## src/rtl/rv_pkg.sv

```systemverilog
//////////////////////////////////////////////////
// Shared types for the execute subsystem
// Operation, CSR and privilege enums, width types,
// CSR addresses and data RAM depth
//////////////////////////////////////////////////

package rv_pkg;

    //////////////////////////////////////////////////
    // Widths
    //////////////////////////////////////////////////

    localparam int XLEN      = 32;
    localparam int RAM_WORDS = 64;
    localparam int RAM_AW    = $clog2(RAM_WORDS);

    typedef logic [XLEN-1:0]   word_t;
    typedef logic [XLEN/8-1:0] byte_en_t;
    typedef logic [11:0]       csr_addr_t;
    typedef logic [RAM_AW-1:0] ram_addr_t;

    //////////////////////////////////////////////////
    // Implemented CSRs
    //////////////////////////////////////////////////

    localparam csr_addr_t CSR_MSCRATCH = 12'h340;
    localparam csr_addr_t CSR_MTVEC    = 12'h305;
    localparam csr_addr_t CSR_MEPC     = 12'h341;
    // User level, read only
    localparam csr_addr_t CSR_CYCLE    = 12'hC00;

    //////////////////////////////////////////////////
    // Decoded operations
    //////////////////////////////////////////////////

    typedef enum logic [5:0] {
        ADD,
        SUB,
        SLT,
        SLTU,
        XOR,
        OR,
        AND,
        SLL,
        SRL,
        SRA,
        LUI,
        AUIPC,
        JAL,
        JALR,
        BEQ,
        BNE,
        BLT,
        BLTU,
        BGE,
        BGEU,
        LB,
        LBU,
        LH,
        LHU,
        LW,
        SB,
        SH,
        SW,
        CSRRW,
        CSRRS,
        CSRRC,
        CSRRWI,
        CSRRSI,
        CSRRCI
    } op_e;

    typedef enum logic [1:0] {
        NONE,
        WRITE,
        SET,
        CLEAR
    } csr_op_e;

    typedef enum logic [1:0] {
        USER       = 2'd0,
        SUPERVISOR = 2'd1,
        MACHINE    = 2'd3
    } priv_e;

endpackage

```

## src/rtl/data_ram.sv

```systemverilog
//////////////////////////////////////////////////
// Byte-enabled data RAM, registered read port
//////////////////////////////////////////////////

module data_ram (
    input  logic               clk,
    input  rv_pkg::byte_en_t   we_i,
    input  rv_pkg::ram_addr_t  waddr_i,
    input  rv_pkg::ram_addr_t  raddr_i,
    input  rv_pkg::word_t      wdata_i,
    input  logic               re_i,
    output rv_pkg::word_t      rdata_o
);
    import rv_pkg::*;

    word_t mem [RAM_WORDS];

    // One lane per write enable bit
    always_ff @(posedge clk) begin
        for (int b = 0; b < $bits(byte_en_t); b++) begin
            if (we_i[b]) begin
                mem[waddr_i][8*b +: 8] <= wdata_i[8*b +: 8];
            end
        end
    end

    // Old data on a same-edge write
    always_ff @(posedge clk) begin
        if (re_i) begin
            rdata_o <= mem[raddr_i];
        end
    end

endmodule

```

## src/rtl/csr_file.sv

```systemverilog
//////////////////////////////////////////////////
// Machine-mode CSRs with write/set/clear and a
// free-running cycle counter
//////////////////////////////////////////////////

module csr_file (
    input  logic               clk,
    input  logic               rst_i,
    input  logic               valid_i,
    input  logic               stall_i,
    input  logic               csr_read_i,
    input  logic               csr_write_i,
    input  rv_pkg::csr_op_e    csr_op_i,
    input  rv_pkg::csr_addr_t  csr_addr_i,
    input  rv_pkg::word_t      csr_wdata_i,
    output rv_pkg::word_t      csr_rdata_o
);
    import rv_pkg::*;

    word_t mscratch;
    word_t mtvec;
    word_t mepc;
    word_t cycle;
    word_t cur_value;
    word_t next_value;
    logic  wr_en;

    // Addressed register, zero when not implemented
    always_comb begin
        unique case (csr_addr_i)
            CSR_MSCRATCH: cur_value = mscratch;
            CSR_MTVEC:    cur_value = mtvec;
            CSR_MEPC:     cur_value = mepc;
            CSR_CYCLE:    cur_value = cycle;
            default:      cur_value = '0;
        endcase
    end

    assign csr_rdata_o = csr_read_i ? cur_value : '0;

    always_comb begin
        unique case (csr_op_i)
            WRITE:   next_value = csr_wdata_i;
            SET:     next_value = cur_value | csr_wdata_i;
            CLEAR:   next_value = cur_value & ~csr_wdata_i;
            default: next_value = cur_value;
        endcase
    end

    // Only on the accepting edge
    assign wr_en = csr_write_i & valid_i & ~stall_i;

    always_ff @(posedge clk) begin
        if (rst_i) begin
            mscratch <= '0;
            mtvec    <= '0;
            mepc     <= '0;
            cycle    <= '0;
        end else begin
            cycle <= cycle + 32'd1;
            if (wr_en) begin
                unique case (csr_addr_i)
                    CSR_MSCRATCH: mscratch <= next_value;
                    CSR_MTVEC:    mtvec    <= next_value;
                    CSR_MEPC:     mepc     <= next_value;
                    default: ;
                endcase
            end
        end
    end

    // Execute must always name an operation with a write
    assert property (@(posedge clk) disable iff (rst_i)
        csr_write_i |-> (csr_op_i != NONE));

endmodule

```

## src/rtl/execute.sv

```systemverilog
//////////////////////////////////////////////////
// Execute stage with adders, logic, shifts, branch
// compare, load/store, CSR access and output regs
//////////////////////////////////////////////////

module execute (
    input  logic               clk,
    input  logic               rst_i,
    input  logic               valid_i,
    input  logic               stall_i,
    input  rv_pkg::op_e        op_i,
    input  rv_pkg::word_t      pc_i,
    input  rv_pkg::word_t      instr_i,
    input  rv_pkg::word_t      opa_i,
    input  rv_pkg::word_t      opb_i,
    input  rv_pkg::word_t      opc_i,
    input  rv_pkg::priv_e      priv_i,
    input  rv_pkg::word_t      csr_rdata_i,

    output logic               valid_o,
    output rv_pkg::word_t      result0_o,
    output rv_pkg::word_t      result1_o,
    output logic               jump_o,
    output logic               reg_write_o,
    output logic               illegal_o,
    output rv_pkg::byte_en_t   mem_we_o,
    output rv_pkg::ram_addr_t  mem_waddr_o,
    output rv_pkg::ram_addr_t  mem_raddr_o,
    output logic               mem_read_o,
    output logic               csr_read_o,
    output logic               csr_write_o,
    output rv_pkg::csr_op_e    csr_op_o,
    output rv_pkg::csr_addr_t  csr_addr_o,
    output rv_pkg::word_t      csr_wdata_o
);
    import rv_pkg::*;

    word_t    sum_result;
    word_t    sum2_opa;
    word_t    sum2_opb;
    word_t    sum2_result;
    word_t    store_data;
    word_t    result0;
    word_t    result1;
    byte_en_t store_be;
    logic     eq;
    logic     lt;
    logic     ltu;
    logic     jump;
    logic     reg_write;
    logic     is_load;
    logic     csr_re;
    logic     csr_we;
    logic     csr_illegal;
    logic [4:0] rd;
    logic [4:0] rs1;

    //////////////////////////////////////////////////
    // Adders and compare
    //////////////////////////////////////////////////

    // Second adder forms pc+4 for links, the difference for SUB and the branch target
    always_comb begin
        sum2_opa = (op_i == SUB) ? opa_i : pc_i;
        unique case (op_i)
            JAL, JALR: sum2_opb = 32'd4;
            SUB:       sum2_opb = -opb_i;
            default:   sum2_opb = opc_i;
        endcase
    end

    assign sum_result  = opa_i + opb_i;
    assign sum2_result = sum2_opa + sum2_opb;

    assign eq  = (opa_i == opb_i);
    assign lt  = ($signed(opa_i) < $signed(opb_i));
    assign ltu = (opa_i < opb_i);

    always_comb begin
        unique case (op_i)
            BEQ:       jump = eq;
            BNE:       jump = ~eq;
            BLT:       jump = lt;
            BLTU:      jump = ltu;
            BGE:       jump = ~lt;
            BGEU:      jump = ~ltu;
            JAL, JALR: jump = 1'b1;
            default:   jump = 1'b0;
        endcase
    end

    //////////////////////////////////////////////////
    // Load/store
    //////////////////////////////////////////////////

    assign is_load     = (op_i inside {LB, LBU, LH, LHU, LW});
    assign mem_read_o  = is_load & valid_i & ~stall_i;
    assign mem_raddr_o = sum_result[RAM_AW+1:2];

    // Store data replicated over the lanes
    always_comb begin
        unique case (op_i)
            SB:      store_data = {4{opc_i[7:0]}};
            SH:      store_data = {2{opc_i[15:0]}};
            SW:      store_data = opc_i;
            default: store_data = '0;
        endcase
    end

    always_comb begin
        unique case (op_i)
            SB:      store_be = byte_en_t'(4'b0001 << sum_result[1:0]);
            SH:      store_be = sum_result[1] ? 4'b1100 : 4'b0011;
            SW:      store_be = 4'b1111;
            default: store_be = 4'b0000;
        endcase
    end

    //////////////////////////////////////////////////
    // CSR access
    //////////////////////////////////////////////////

    assign rd         = instr_i[11:7];
    assign rs1        = instr_i[19:15];
    assign csr_addr_o = instr_i[31:20];

    // Reads skipped for rd=x0 on swaps and writes skipped for rs1=0 on set/clear
    always_comb begin
        unique case (op_i)
            CSRRW, CSRRWI: begin
                csr_re = (rd != '0);
                csr_we = 1'b1;
            end
            CSRRS, CSRRC, CSRRSI, CSRRCI: begin
                csr_re = 1'b1;
                csr_we = (rs1 != '0);
            end
            default: begin
                csr_re = 1'b0;
                csr_we = 1'b0;
            end
        endcase
    end

    always_comb begin
        unique case (op_i)
            CSRRW, CSRRWI: csr_op_o = WRITE;
            CSRRS, CSRRSI: csr_op_o = SET;
            CSRRC, CSRRCI: csr_op_o = CLEAR;
            default:       csr_op_o = NONE;
        endcase
    end

    assign csr_wdata_o = (op_i inside {CSRRW, CSRRS, CSRRC}) ? opa_i : {27'b0, rs1};

    // Read-only space written or privilege field above current level
    assign csr_illegal = ((csr_addr_o[11:10] == 2'b11) && csr_we)
                       || ((csr_addr_o[9:8] > priv_i) && (csr_re || csr_we));

    assign csr_read_o  = csr_re & ~csr_illegal;
    assign csr_write_o = csr_we & ~csr_illegal & valid_i;

    //////////////////////////////////////////////////
    // Result select
    //////////////////////////////////////////////////

    always_comb begin
        unique case (op_i)
            CSRRW, CSRRS, CSRRC,
            CSRRWI, CSRRSI, CSRRCI: result0 = csr_rdata_i;
            JAL, JALR, SUB:         result0 = sum2_result;
            SLT:                    result0 = {31'b0, lt};
            SLTU:                   result0 = {31'b0, ltu};
            XOR:                    result0 = opa_i ^ opb_i;
            OR:                     result0 = opa_i | opb_i;
            AND:                    result0 = opa_i & opb_i;
            SLL:                    result0 = opa_i << opb_i[4:0];
            SRL:                    result0 = opa_i >> opb_i[4:0];
            SRA:                    result0 = $signed(opa_i) >>> opb_i[4:0];
            LUI:                    result0 = opb_i;
            default:                result0 = sum_result;
        endcase
    end

    always_comb begin
        unique case (op_i)
            SB, SH, SW: result1 = store_data;
            JALR:       result1 = {sum_result[31:1], 1'b0};
            JAL:        result1 = sum_result;
            default:    result1 = sum2_result;
        endcase
    end

    assign reg_write = !(op_i inside {SB, SH, SW, BEQ, BNE, BLT, BLTU, BGE, BGEU});

    //////////////////////////////////////////////////
    // Output registers
    //////////////////////////////////////////////////

    always_ff @(posedge clk) begin
        if (rst_i) begin
            valid_o     <= 1'b0;
            jump_o      <= 1'b0;
            reg_write_o <= 1'b0;
            illegal_o   <= 1'b0;
            mem_we_o    <= '0;
        end else if (!stall_i) begin
            valid_o     <= valid_i;
            jump_o      <= jump;
            reg_write_o <= reg_write;
            illegal_o   <= csr_illegal;
            mem_we_o    <= valid_i ? store_be : '0;
        end
    end

    always_ff @(posedge clk) begin
        if (!stall_i) begin
            result0_o   <= result0;
            result1_o   <= result1;
            mem_waddr_o <= sum_result[RAM_AW+1:2];
        end
    end

    // No RAM write can be pending behind an empty output slot
    assert property (@(posedge clk) disable iff (rst_i)
        !valid_o |-> (mem_we_o == '0));

    // No CSR write reaches read-only space or a level above the current one
    assert property (@(posedge clk) disable iff (rst_i)
        csr_write_o |-> (csr_addr_o[11:10] != 2'b11) && (csr_addr_o[9:8] <= priv_i));

endmodule

```

## src/rtl/exec_top.sv

```systemverilog
//////////////////////////////////////////////////
// Execute subsystem top: stage, CSR file, data RAM
//////////////////////////////////////////////////

module exec_top (
    input  logic           clk,
    input  logic           rst_i,
    input  logic           valid_i,
    input  logic           stall_i,
    input  rv_pkg::op_e    op_i,
    input  rv_pkg::word_t  pc_i,
    input  rv_pkg::word_t  instr_i,
    input  rv_pkg::word_t  opa_i,
    input  rv_pkg::word_t  opb_i,
    input  rv_pkg::word_t  opc_i,
    input  rv_pkg::priv_e  priv_i,

    output logic           valid_o,
    output rv_pkg::word_t  result0_o,
    output rv_pkg::word_t  result1_o,
    output logic           jump_o,
    output logic           reg_write_o,
    output logic           illegal_o,
    output rv_pkg::word_t  load_data_o
);
    import rv_pkg::*;

    word_t     csr_rdata;
    word_t     csr_wdata;
    csr_addr_t csr_addr;
    csr_op_e   csr_op;
    logic      csr_read;
    logic      csr_write;
    byte_en_t  mem_we;
    ram_addr_t mem_waddr;
    ram_addr_t mem_raddr;
    logic      mem_read;

    execute execute_i (
        .clk         (clk),
        .rst_i       (rst_i),
        .valid_i     (valid_i),
        .stall_i     (stall_i),
        .op_i        (op_i),
        .pc_i        (pc_i),
        .instr_i     (instr_i),
        .opa_i       (opa_i),
        .opb_i       (opb_i),
        .opc_i       (opc_i),
        .priv_i      (priv_i),
        .csr_rdata_i (csr_rdata),
        .valid_o     (valid_o),
        .result0_o   (result0_o),
        .result1_o   (result1_o),
        .jump_o      (jump_o),
        .reg_write_o (reg_write_o),
        .illegal_o   (illegal_o),
        .mem_we_o    (mem_we),
        .mem_waddr_o (mem_waddr),
        .mem_raddr_o (mem_raddr),
        .mem_read_o  (mem_read),
        .csr_read_o  (csr_read),
        .csr_write_o (csr_write),
        .csr_op_o    (csr_op),
        .csr_addr_o  (csr_addr),
        .csr_wdata_o (csr_wdata)
    );

    csr_file csr_file_i (
        .clk         (clk),
        .rst_i       (rst_i),
        .valid_i     (valid_i),
        .stall_i     (stall_i),
        .csr_read_i  (csr_read),
        .csr_write_i (csr_write),
        .csr_op_i    (csr_op),
        .csr_addr_i  (csr_addr),
        .csr_wdata_i (csr_wdata),
        .csr_rdata_o (csr_rdata)
    );

    // Store data comes from the registered result1
    data_ram data_ram_i (
        .clk     (clk),
        .we_i    (mem_we),
        .waddr_i (mem_waddr),
        .raddr_i (mem_raddr),
        .wdata_i (result1_o),
        .re_i    (mem_read),
        .rdata_o (load_data_o)
    );

endmodule

```

## config.mk

```make
export PLATFORM = sky130hd
export DESIGN_NAME = exec_top
export DESIGN_NICKNAME = d
export VERILOG_FILES = /design/src/rtl/rv_pkg.sv /design/src/rtl/data_ram.sv /design/src/rtl/csr_file.sv /design/src/rtl/execute.sv /design/src/rtl/exec_top.sv
export SDC_FILE = /design/constraint.sdc
export NUM_CORES = 2
export LEC_CHECK = 0
export BUFFER_PORTS_ARGS = -buffer_cell sky130_fd_sc_hd__clkbuf_2
export CAP_MARGIN = 20
export CORE_MARGIN = 1.5
export CORE_UTILIZATION = 40
export DETAILED_ROUTE_END_ITERATION = 6
export GPL_TIMING_DRIVEN = 0
export HOLD_SLACK_MARGIN = 0.1
export SLEW_MARGIN = 10
export SYNTH_ARGS = -nofsm -noshare
export SYNTH_HDL_FRONTEND = slang
export SYNTH_SLANG_ARGS = --single-unit
```

## constraint.sdc

```tcl
create_clock -name clk -period 15.29 [get_ports clk]
set_clock_uncertainty 0.1 [all_clocks]
set_input_delay 2.2935 -clock clk [delete_from_list [all_inputs] [get_ports clk]]
set_output_delay 2.2935 -clock clk [all_outputs]
set_load 0.005 [all_outputs]
```

### Word-level counts from Yosys, hierarchy flattened

Memory sizes are Yosys's and may differ from the RTL's. A register that Yosys moved wholly into a read port is not among the register bits.
Cells that the tools add are included.

| operators by class | value |
|---|---|
| eq/ne operators | 41 |
| bitwise logic cells | 18 |
| $lt $le $gt $ge | 3 |
| add/subtract/negate cells | 4 |
| reductions and logical operators | 21 |
| muxes and demuxes | 24 |
| shift-type cells | 4 |

Operators by type and width:

| operator | number |
|---|---|
| $pmux W32 S11 | 1 |
| $pmux W32 S3 | 3 |
| $pmux W32 S4 | 1 |
| $eq A6 B5 Y1 const B | 16 |
| $mux W32 | 3 |
| $add A32 B32 Y32 | 2 |
| $and A32 B32 Y32 | 2 |
| $lt A32 B32 Y1 | 2 |
| $or A32 B32 Y32 | 2 |
| $pmux W32 S2 | 1 |
| $eq A6 B4 Y1 const B | 7 |
| $eq A12 B10 Y1 const B | 3 |
| $add A32 B1 Y32 const B | 1 |
| $eq A32 B32 Y1 | 1 |
| $neg A32 Y32 | 1 |
| $not A32 Y32 | 1 |
| $shl A32 B5 Y32 | 1 |
| $shr A32 B5 Y32 | 1 |
| $sshr A32 B5 Y32 | 1 |
| $xor A32 B32 Y32 | 1 |
| $eq A6 B3 Y1 const B | 4 |
| $reduce_bool A5 Y1 | 3 |
| $eq A12 B12 Y1 const B | 1 |
| $eq A6 B2 Y1 const B | 2 |
| 24 further kinds | 54 |

| storage, ports and cells | value |
|---|---|
| input port bits | 172 |
| memories kept | 1 |
| word-level logic and storage cells | 128 |
| bits in registers | 206 |
| memory bits (writable) | 2048 |
| output and inout bits | 100 |

Memories:

| name | words | bits a word | rd ports | clocked after memory_dff | write ports | line | RTL |
|---|---|---|---|---|---|---|---|
| data_ram_i.mem | 64 | 32 | 1 | 1 | 1 | data_ram.sv:16 | `word_t mem [RAM_WORDS];` |

### Depth between registers and ports, before layout

| logic depth | value |
|---|---|
| depth after elaboration | 12 |
| depth in mapped cells | 22 |

### By module

From an unflattened synthesis, not the netlist that was laid out.

| unflattened totals | value |
|---|---|
| cell total of the unflattened synthesis | 7108 |
| area, all modules | 105773.9 um^2 |

Modules (own cells, without submodules):

| module | cells an instance | area each (um^2) | seq. area each (um^2) | instances |
|---|---|---|---|---|
| data_ram | 3949 | 81957.4 | 62459.9 | 1 |
| execute | 1988 | 14899.3 | 2262.2 | 1 |
| csr_file | 1171 | 8917.3 | 2562.5 | 1 |

### Worst setup path after synthesis

Ideal clock, no wire load.

| timing | value |
|---|---|
| path type | input to register |
| start point | in op_i[2] |
| end point | reg execute_i.result1_o[30], data pin |
| data required time | 14.929 ns |
| setup slack | 8.098 ns |
| library setup time | 0.261 ns |
| stages | 19 |
| arrival | 6.831 ns |
| cell sequence | clkbuf_1 -> nand2_1 -> nor4_1 -> nor2_1 -> clkbuf_1 -> clkbuf_1 -> clkbuf_1 -> nand2_1 -> o31ai_1 -> ha_1 -> o21ai_1 -> o21a_1 -> or4_1 -> a2111o_1 -> a21boi_1 -> o21ai_0 -> a21oi_1 -> xor2_1 -> a221o_1 |

| on the way | value |
|---|---|
| cells in the longest elaborated chain, start to end | 5 |
| elaborated cells between the ends (all ways) | 13 |
| classes of those cells | add/sub (1); eq/ne (6); mux (4); reduce/logical (2) |

Ends and longest elaborated chain:

| element | line | RTL |
|---|---|---|
| start, declared | exec_top.sv:10 | `input rv_pkg::op_e op_i,` |
| $eq A6 B4 Y1 | execute.sv:65, execute.sv:186 |  |
| $reduce_or A2 Y1 | execute.sv:65 | `unique case (op_i)` |
| $pmux W32 S2 | execute.sv:65 |  |
| $add A32 B32 Y32 | execute.sv:73 | `assign sum2_result = sum2_opa + sum2_opb;` |
| $pmux W32 S3 * | execute.sv:186 | `unique case (op_i)` |
| via execute_i.result1[30] | execute.sv:44 | `word_t result1;` |
| end signal, assigned | execute.sv:219 | `result1_o <= result1;` |
| end, declared | execute.sv:22 | `output rv_pkg::word_t result1_o,` |

Mark *: on every way through the listed nets, which the timed path passes. The rest lies on a longest branch.
A chain may end at the register's enable or synchronous reset.

### Worst setup path in the final report

| timing | value |
|---|---|
| start point | in opb_i[2] |
| end point | reg data_ram_i.rdata_o[31] (read register of data_ram_i.mem), data pin |

| on the way | value |
|---|---|
| cells in the longest elaborated chain, start to end | 1 |

Ends and longest elaborated chain:

| element | line | RTL |
|---|---|---|
| start, declared | exec_top.sv:14 | `input rv_pkg::word_t opb_i,` |
| $add A32 B32 Y32 | execute.sv:72 | `assign sum_result = opa_i + opb_i;` |
| end, declared | data_ram.sv:12 | `output rv_pkg::word_t rdata_o` |

Every way passes these cells.

==> results.ini <==
[sta]
setup-tns-final_ns = 0
fmax_mhz = 97.86
slew_viol_final = 0
rsz0062_at_grt = false
worst_slew_pin_slew_ns = 1.331
slew_headroom_pct = 10.74
timing.final.crit_share_pct = 66.83
finalHoldViolCount = 0
finalCriticalPeriod_ns = 10.22
setup_viol = 0

[yosys]
synth_common_cells = edfxtp_1, mux4_2, nand2_1
yosysUniqueCellTypes = 90
synthArstFlopShare_pct = 0
ys_ff_latch = 2286
yosysSeqAreaShare_pct = 66.31
synthTopCellsByArea = edfxtp_1, mux4_2, dfxtp_1
synthFlopType = edfxtp_1
ys_warn_count = 0
syn_inst = 6362
synth_largest_area_cell = edfxtp_1
yosysTopAreaCellShare_pct = 63.63
synth_edf_count = 2150
avgSynthCellArea_um2 = 15.95
syn_nets = 6668
netlist_area_um2 = 101500
synth_most_common_cell = edfxtp_1

[placed_design]
gp_congestion = 1.048
dp_hpwl_um = 316400
portBuffers = 257

[die]
die_w_um = 506.6
core-area_um2 = 251900
die_area_um2 = 256700
core.rowCount = 184
die_h_um = 506.6
io-pin-count = 272
start_util_pct = 40.29

[final_layout]
regArea_um2 = 67280
final_core_util_pct = 46.49
nFillCells = 21792
multi_input_area_um2 = 31890
nets = 7309
area_growth_pct = 15.40
drive_gt1_share_pct = 21.17

[detailed_routing]
final_antenna_net_count = 0
via_per_inst = 6.282
drtPass1Iterations = 7
drt_iter0_drc = 10343
post-route-drc-count = 2
wire_per_inst_um = 39.35
vias = 66409
finalWirelength_um = 416000

[cts]
cts_sinks = 2286
cts_tree = done
clockBufferDepth = 3
root_buffer = clkbuf_16
numCtsBuffers = 229
htree_levels = 4
post_cts_buffers = 0
insertion_delay_ns = 0.91
cts_resized = 0
cts.clk_slew.worst_paths_ns = 0.06
cts_hold_buf = 0

[critical_path]
cp_max_fo = 11
worstSetupStartpointType = input pin
path_class = input pin to flop
regToRegSetupSlack_ns = 11.69
cp-end-kind = flop
cp_data_required_time_ns = 15.75
arrival_ns = 10.68

[pwr]
p_int_mw = 11.39
ir_drop_mv = 0.1438
comb_power_share_pct = 20.8
powerDensity_nw_per_um2 = 138.6
clockPowerShare_pct = 34.7
seqPwrFrac_pct = 44.5
p_sw_share_pct = 29.85
power.leakage_nw = 38.46
p_switching_mw = 4.844

[status]
violations = DRC
outcome = complete, but fails checks

[grt]
grt-ovfl-total = 0
antenna_found_initial = 32
grt_usage_pct = 31.91
first_global_vias = 63950
grt_max_degree = 53
grt_first_pass_wirelength_um = 553200

[flow_run]
maxCapViolations = 0

[min_path]
worstHoldPathType = flop to flop

[final timing paths]
path | start | to | cells after the start
worst min-delay path | execute_i.valid_o | execute_i.valid_o | 2
worst min register to register | execute_i.valid_o | execute_i.valid_o | 2
worst max register to register | execute_i.mem_waddr_o[4] | data_ram_i.mem[16][16] | 5
worst max-delay path | opb_i[2] | data_ram_i.rdata_o[31] | 21
[cell usage in the layout, fill, tap and decap left out, types with 23 or more instances in the layout]
cell	n
mux4_2	622
clkbuf_2	271
a211oi_1	128
clkinv_2	36
buf_16	36
and3_1	31
buf_8	80
a21o_1	23
buf_6	40
mux2i_1	103
a31oi_1	35
a22oi_1	80
buf_1	38
buf_4	26
nand3_1	95
xor2_1	40
and2_1	258
xnor2_1	63
a21oi_1	250
edfxtp_1	2150
nand4_1	32
nor2b_1	44
ha_1	132
o21ai_0	220
clkinv_1	58
a222oi_1	33
clkbuf_1	331
a32oi_1	24
clkbuf_16	231
nor2_1	429
dfxtp_1	136
inv_1	96
nand2_1	477
nor3_1	42
buf_2	83
[area by class of cell]
| type | count | area share, % |
|---|---|---|
| clock inverter | 138 | 1.195 |
| buffer | 442 | 1.704 |
| inverter | 104 | 0.3398 |
| antenna | 22 | 0.04702 |
| multi-input combinational | 3530 | 27.23 |
| tap | 3348 | 3.578 |
| clock buffer | 292 | 5.187 |
| sequential | 2286 | 57.47 |
| timing repair buffer | 410 | 3.249 |
[power groups by stage]
stage | clock (mW) | combinational [mW] | sequential [mW]
final | 5.63 | 3.38 | 7.22
after detailed placement | 0 | 3.27 | 7.35
after floorplan | 0 | 1.39 | 7.44
after global routing | 5.89 | 3.40 | 7.22
after CTS | 5.66 | 3.28 | 7.22
after global placement | 0 | 2.71 | 7.68
[per-stage QoR]
step	cells	hold slack [ns]	worst slack (ns)	cell area [µm²]	total power, mW
after floorplan	6362	0.3407	8.098	101500	8.831
after global placement	9967	0.3682	3.511	106900	10.40
after detailed placement	10115	0.3725	4.742	109500	10.62
after CTS	10545	0.3848	5.614	117000	16.16
after global routing	10552	0.4003	5.515	117000	16.52
final	10572	0.3912	5.071	117100	16.23
[metal layers]
| metal | vias up | track usage [%] | wire length, µm | part of all wire [%] |
|---|---|---|---|---|
| li1 | 26597 | - | - | - |
| met1 | 34729 | 41.73 | 156500 | 38 |
| met2 | 4330 | 50.19 | 191900 | 46 |
| met3 | 743 | 7.012 | 42290 | 10 |
| met4 | 10 | 16.30 | 25330 | 6.1 |
| met5 | - | 0 | 59 | 0.014 |
[sequential cells by signal, summed over array words and instances (netlist names), 4 cells and up]
register and flops:
data_ram_i.mem 2048, data_ram_i.rdata_o 32, execute_i.result1_o 32, csr_file_i.cycle 32
csr_file_i.mtvec 32, execute_i.result0_o 32, execute_i.mem_waddr_o 6, csr_file_i.mscratch 32
csr_file_i.mepc 32, execute_i.mem_we_o 4
[worst max-delay path, cell delays in order]
cell,delay (ns)
clkbuf_2,0.12
clkbuf_1,0.37
inv_1,0.17
clkbuf_1,0.61
buf_1,0.89
ha_1,0.39
buf_2,0.18
a21o_1,0.22
a21oi_2,0.18
xor2_2,0.98
inv_2,0.05
buf_2,0.31
buf_2,0.32
nor2_1,0.89
clkbuf_1,0.54
buf_6,0.27
nand3_1,0.10
a31oi_1,0.25
a311oi_1,0.17
a211oi_1,1.09
a21oi_1,0.19
[logic make-up (layout without fill, tap and decap cells)]
logic type	Yosys count	in the layout	synth area share [%]
flip-flops	2286	2286	66.31
XOR/XNOR	106	106	0.9224
other	0	22	0
AO/OA/AOI/OAI	1042	1042	6.817
adder cells (fa/ha/maj)	134	134	1.667
AND/OR/NAND/NOR	1513	1513	7.014
buffers and inverters	546	1386	2.332
multiplexers	735	735	14.93
(Power assumes the default switching activity.)
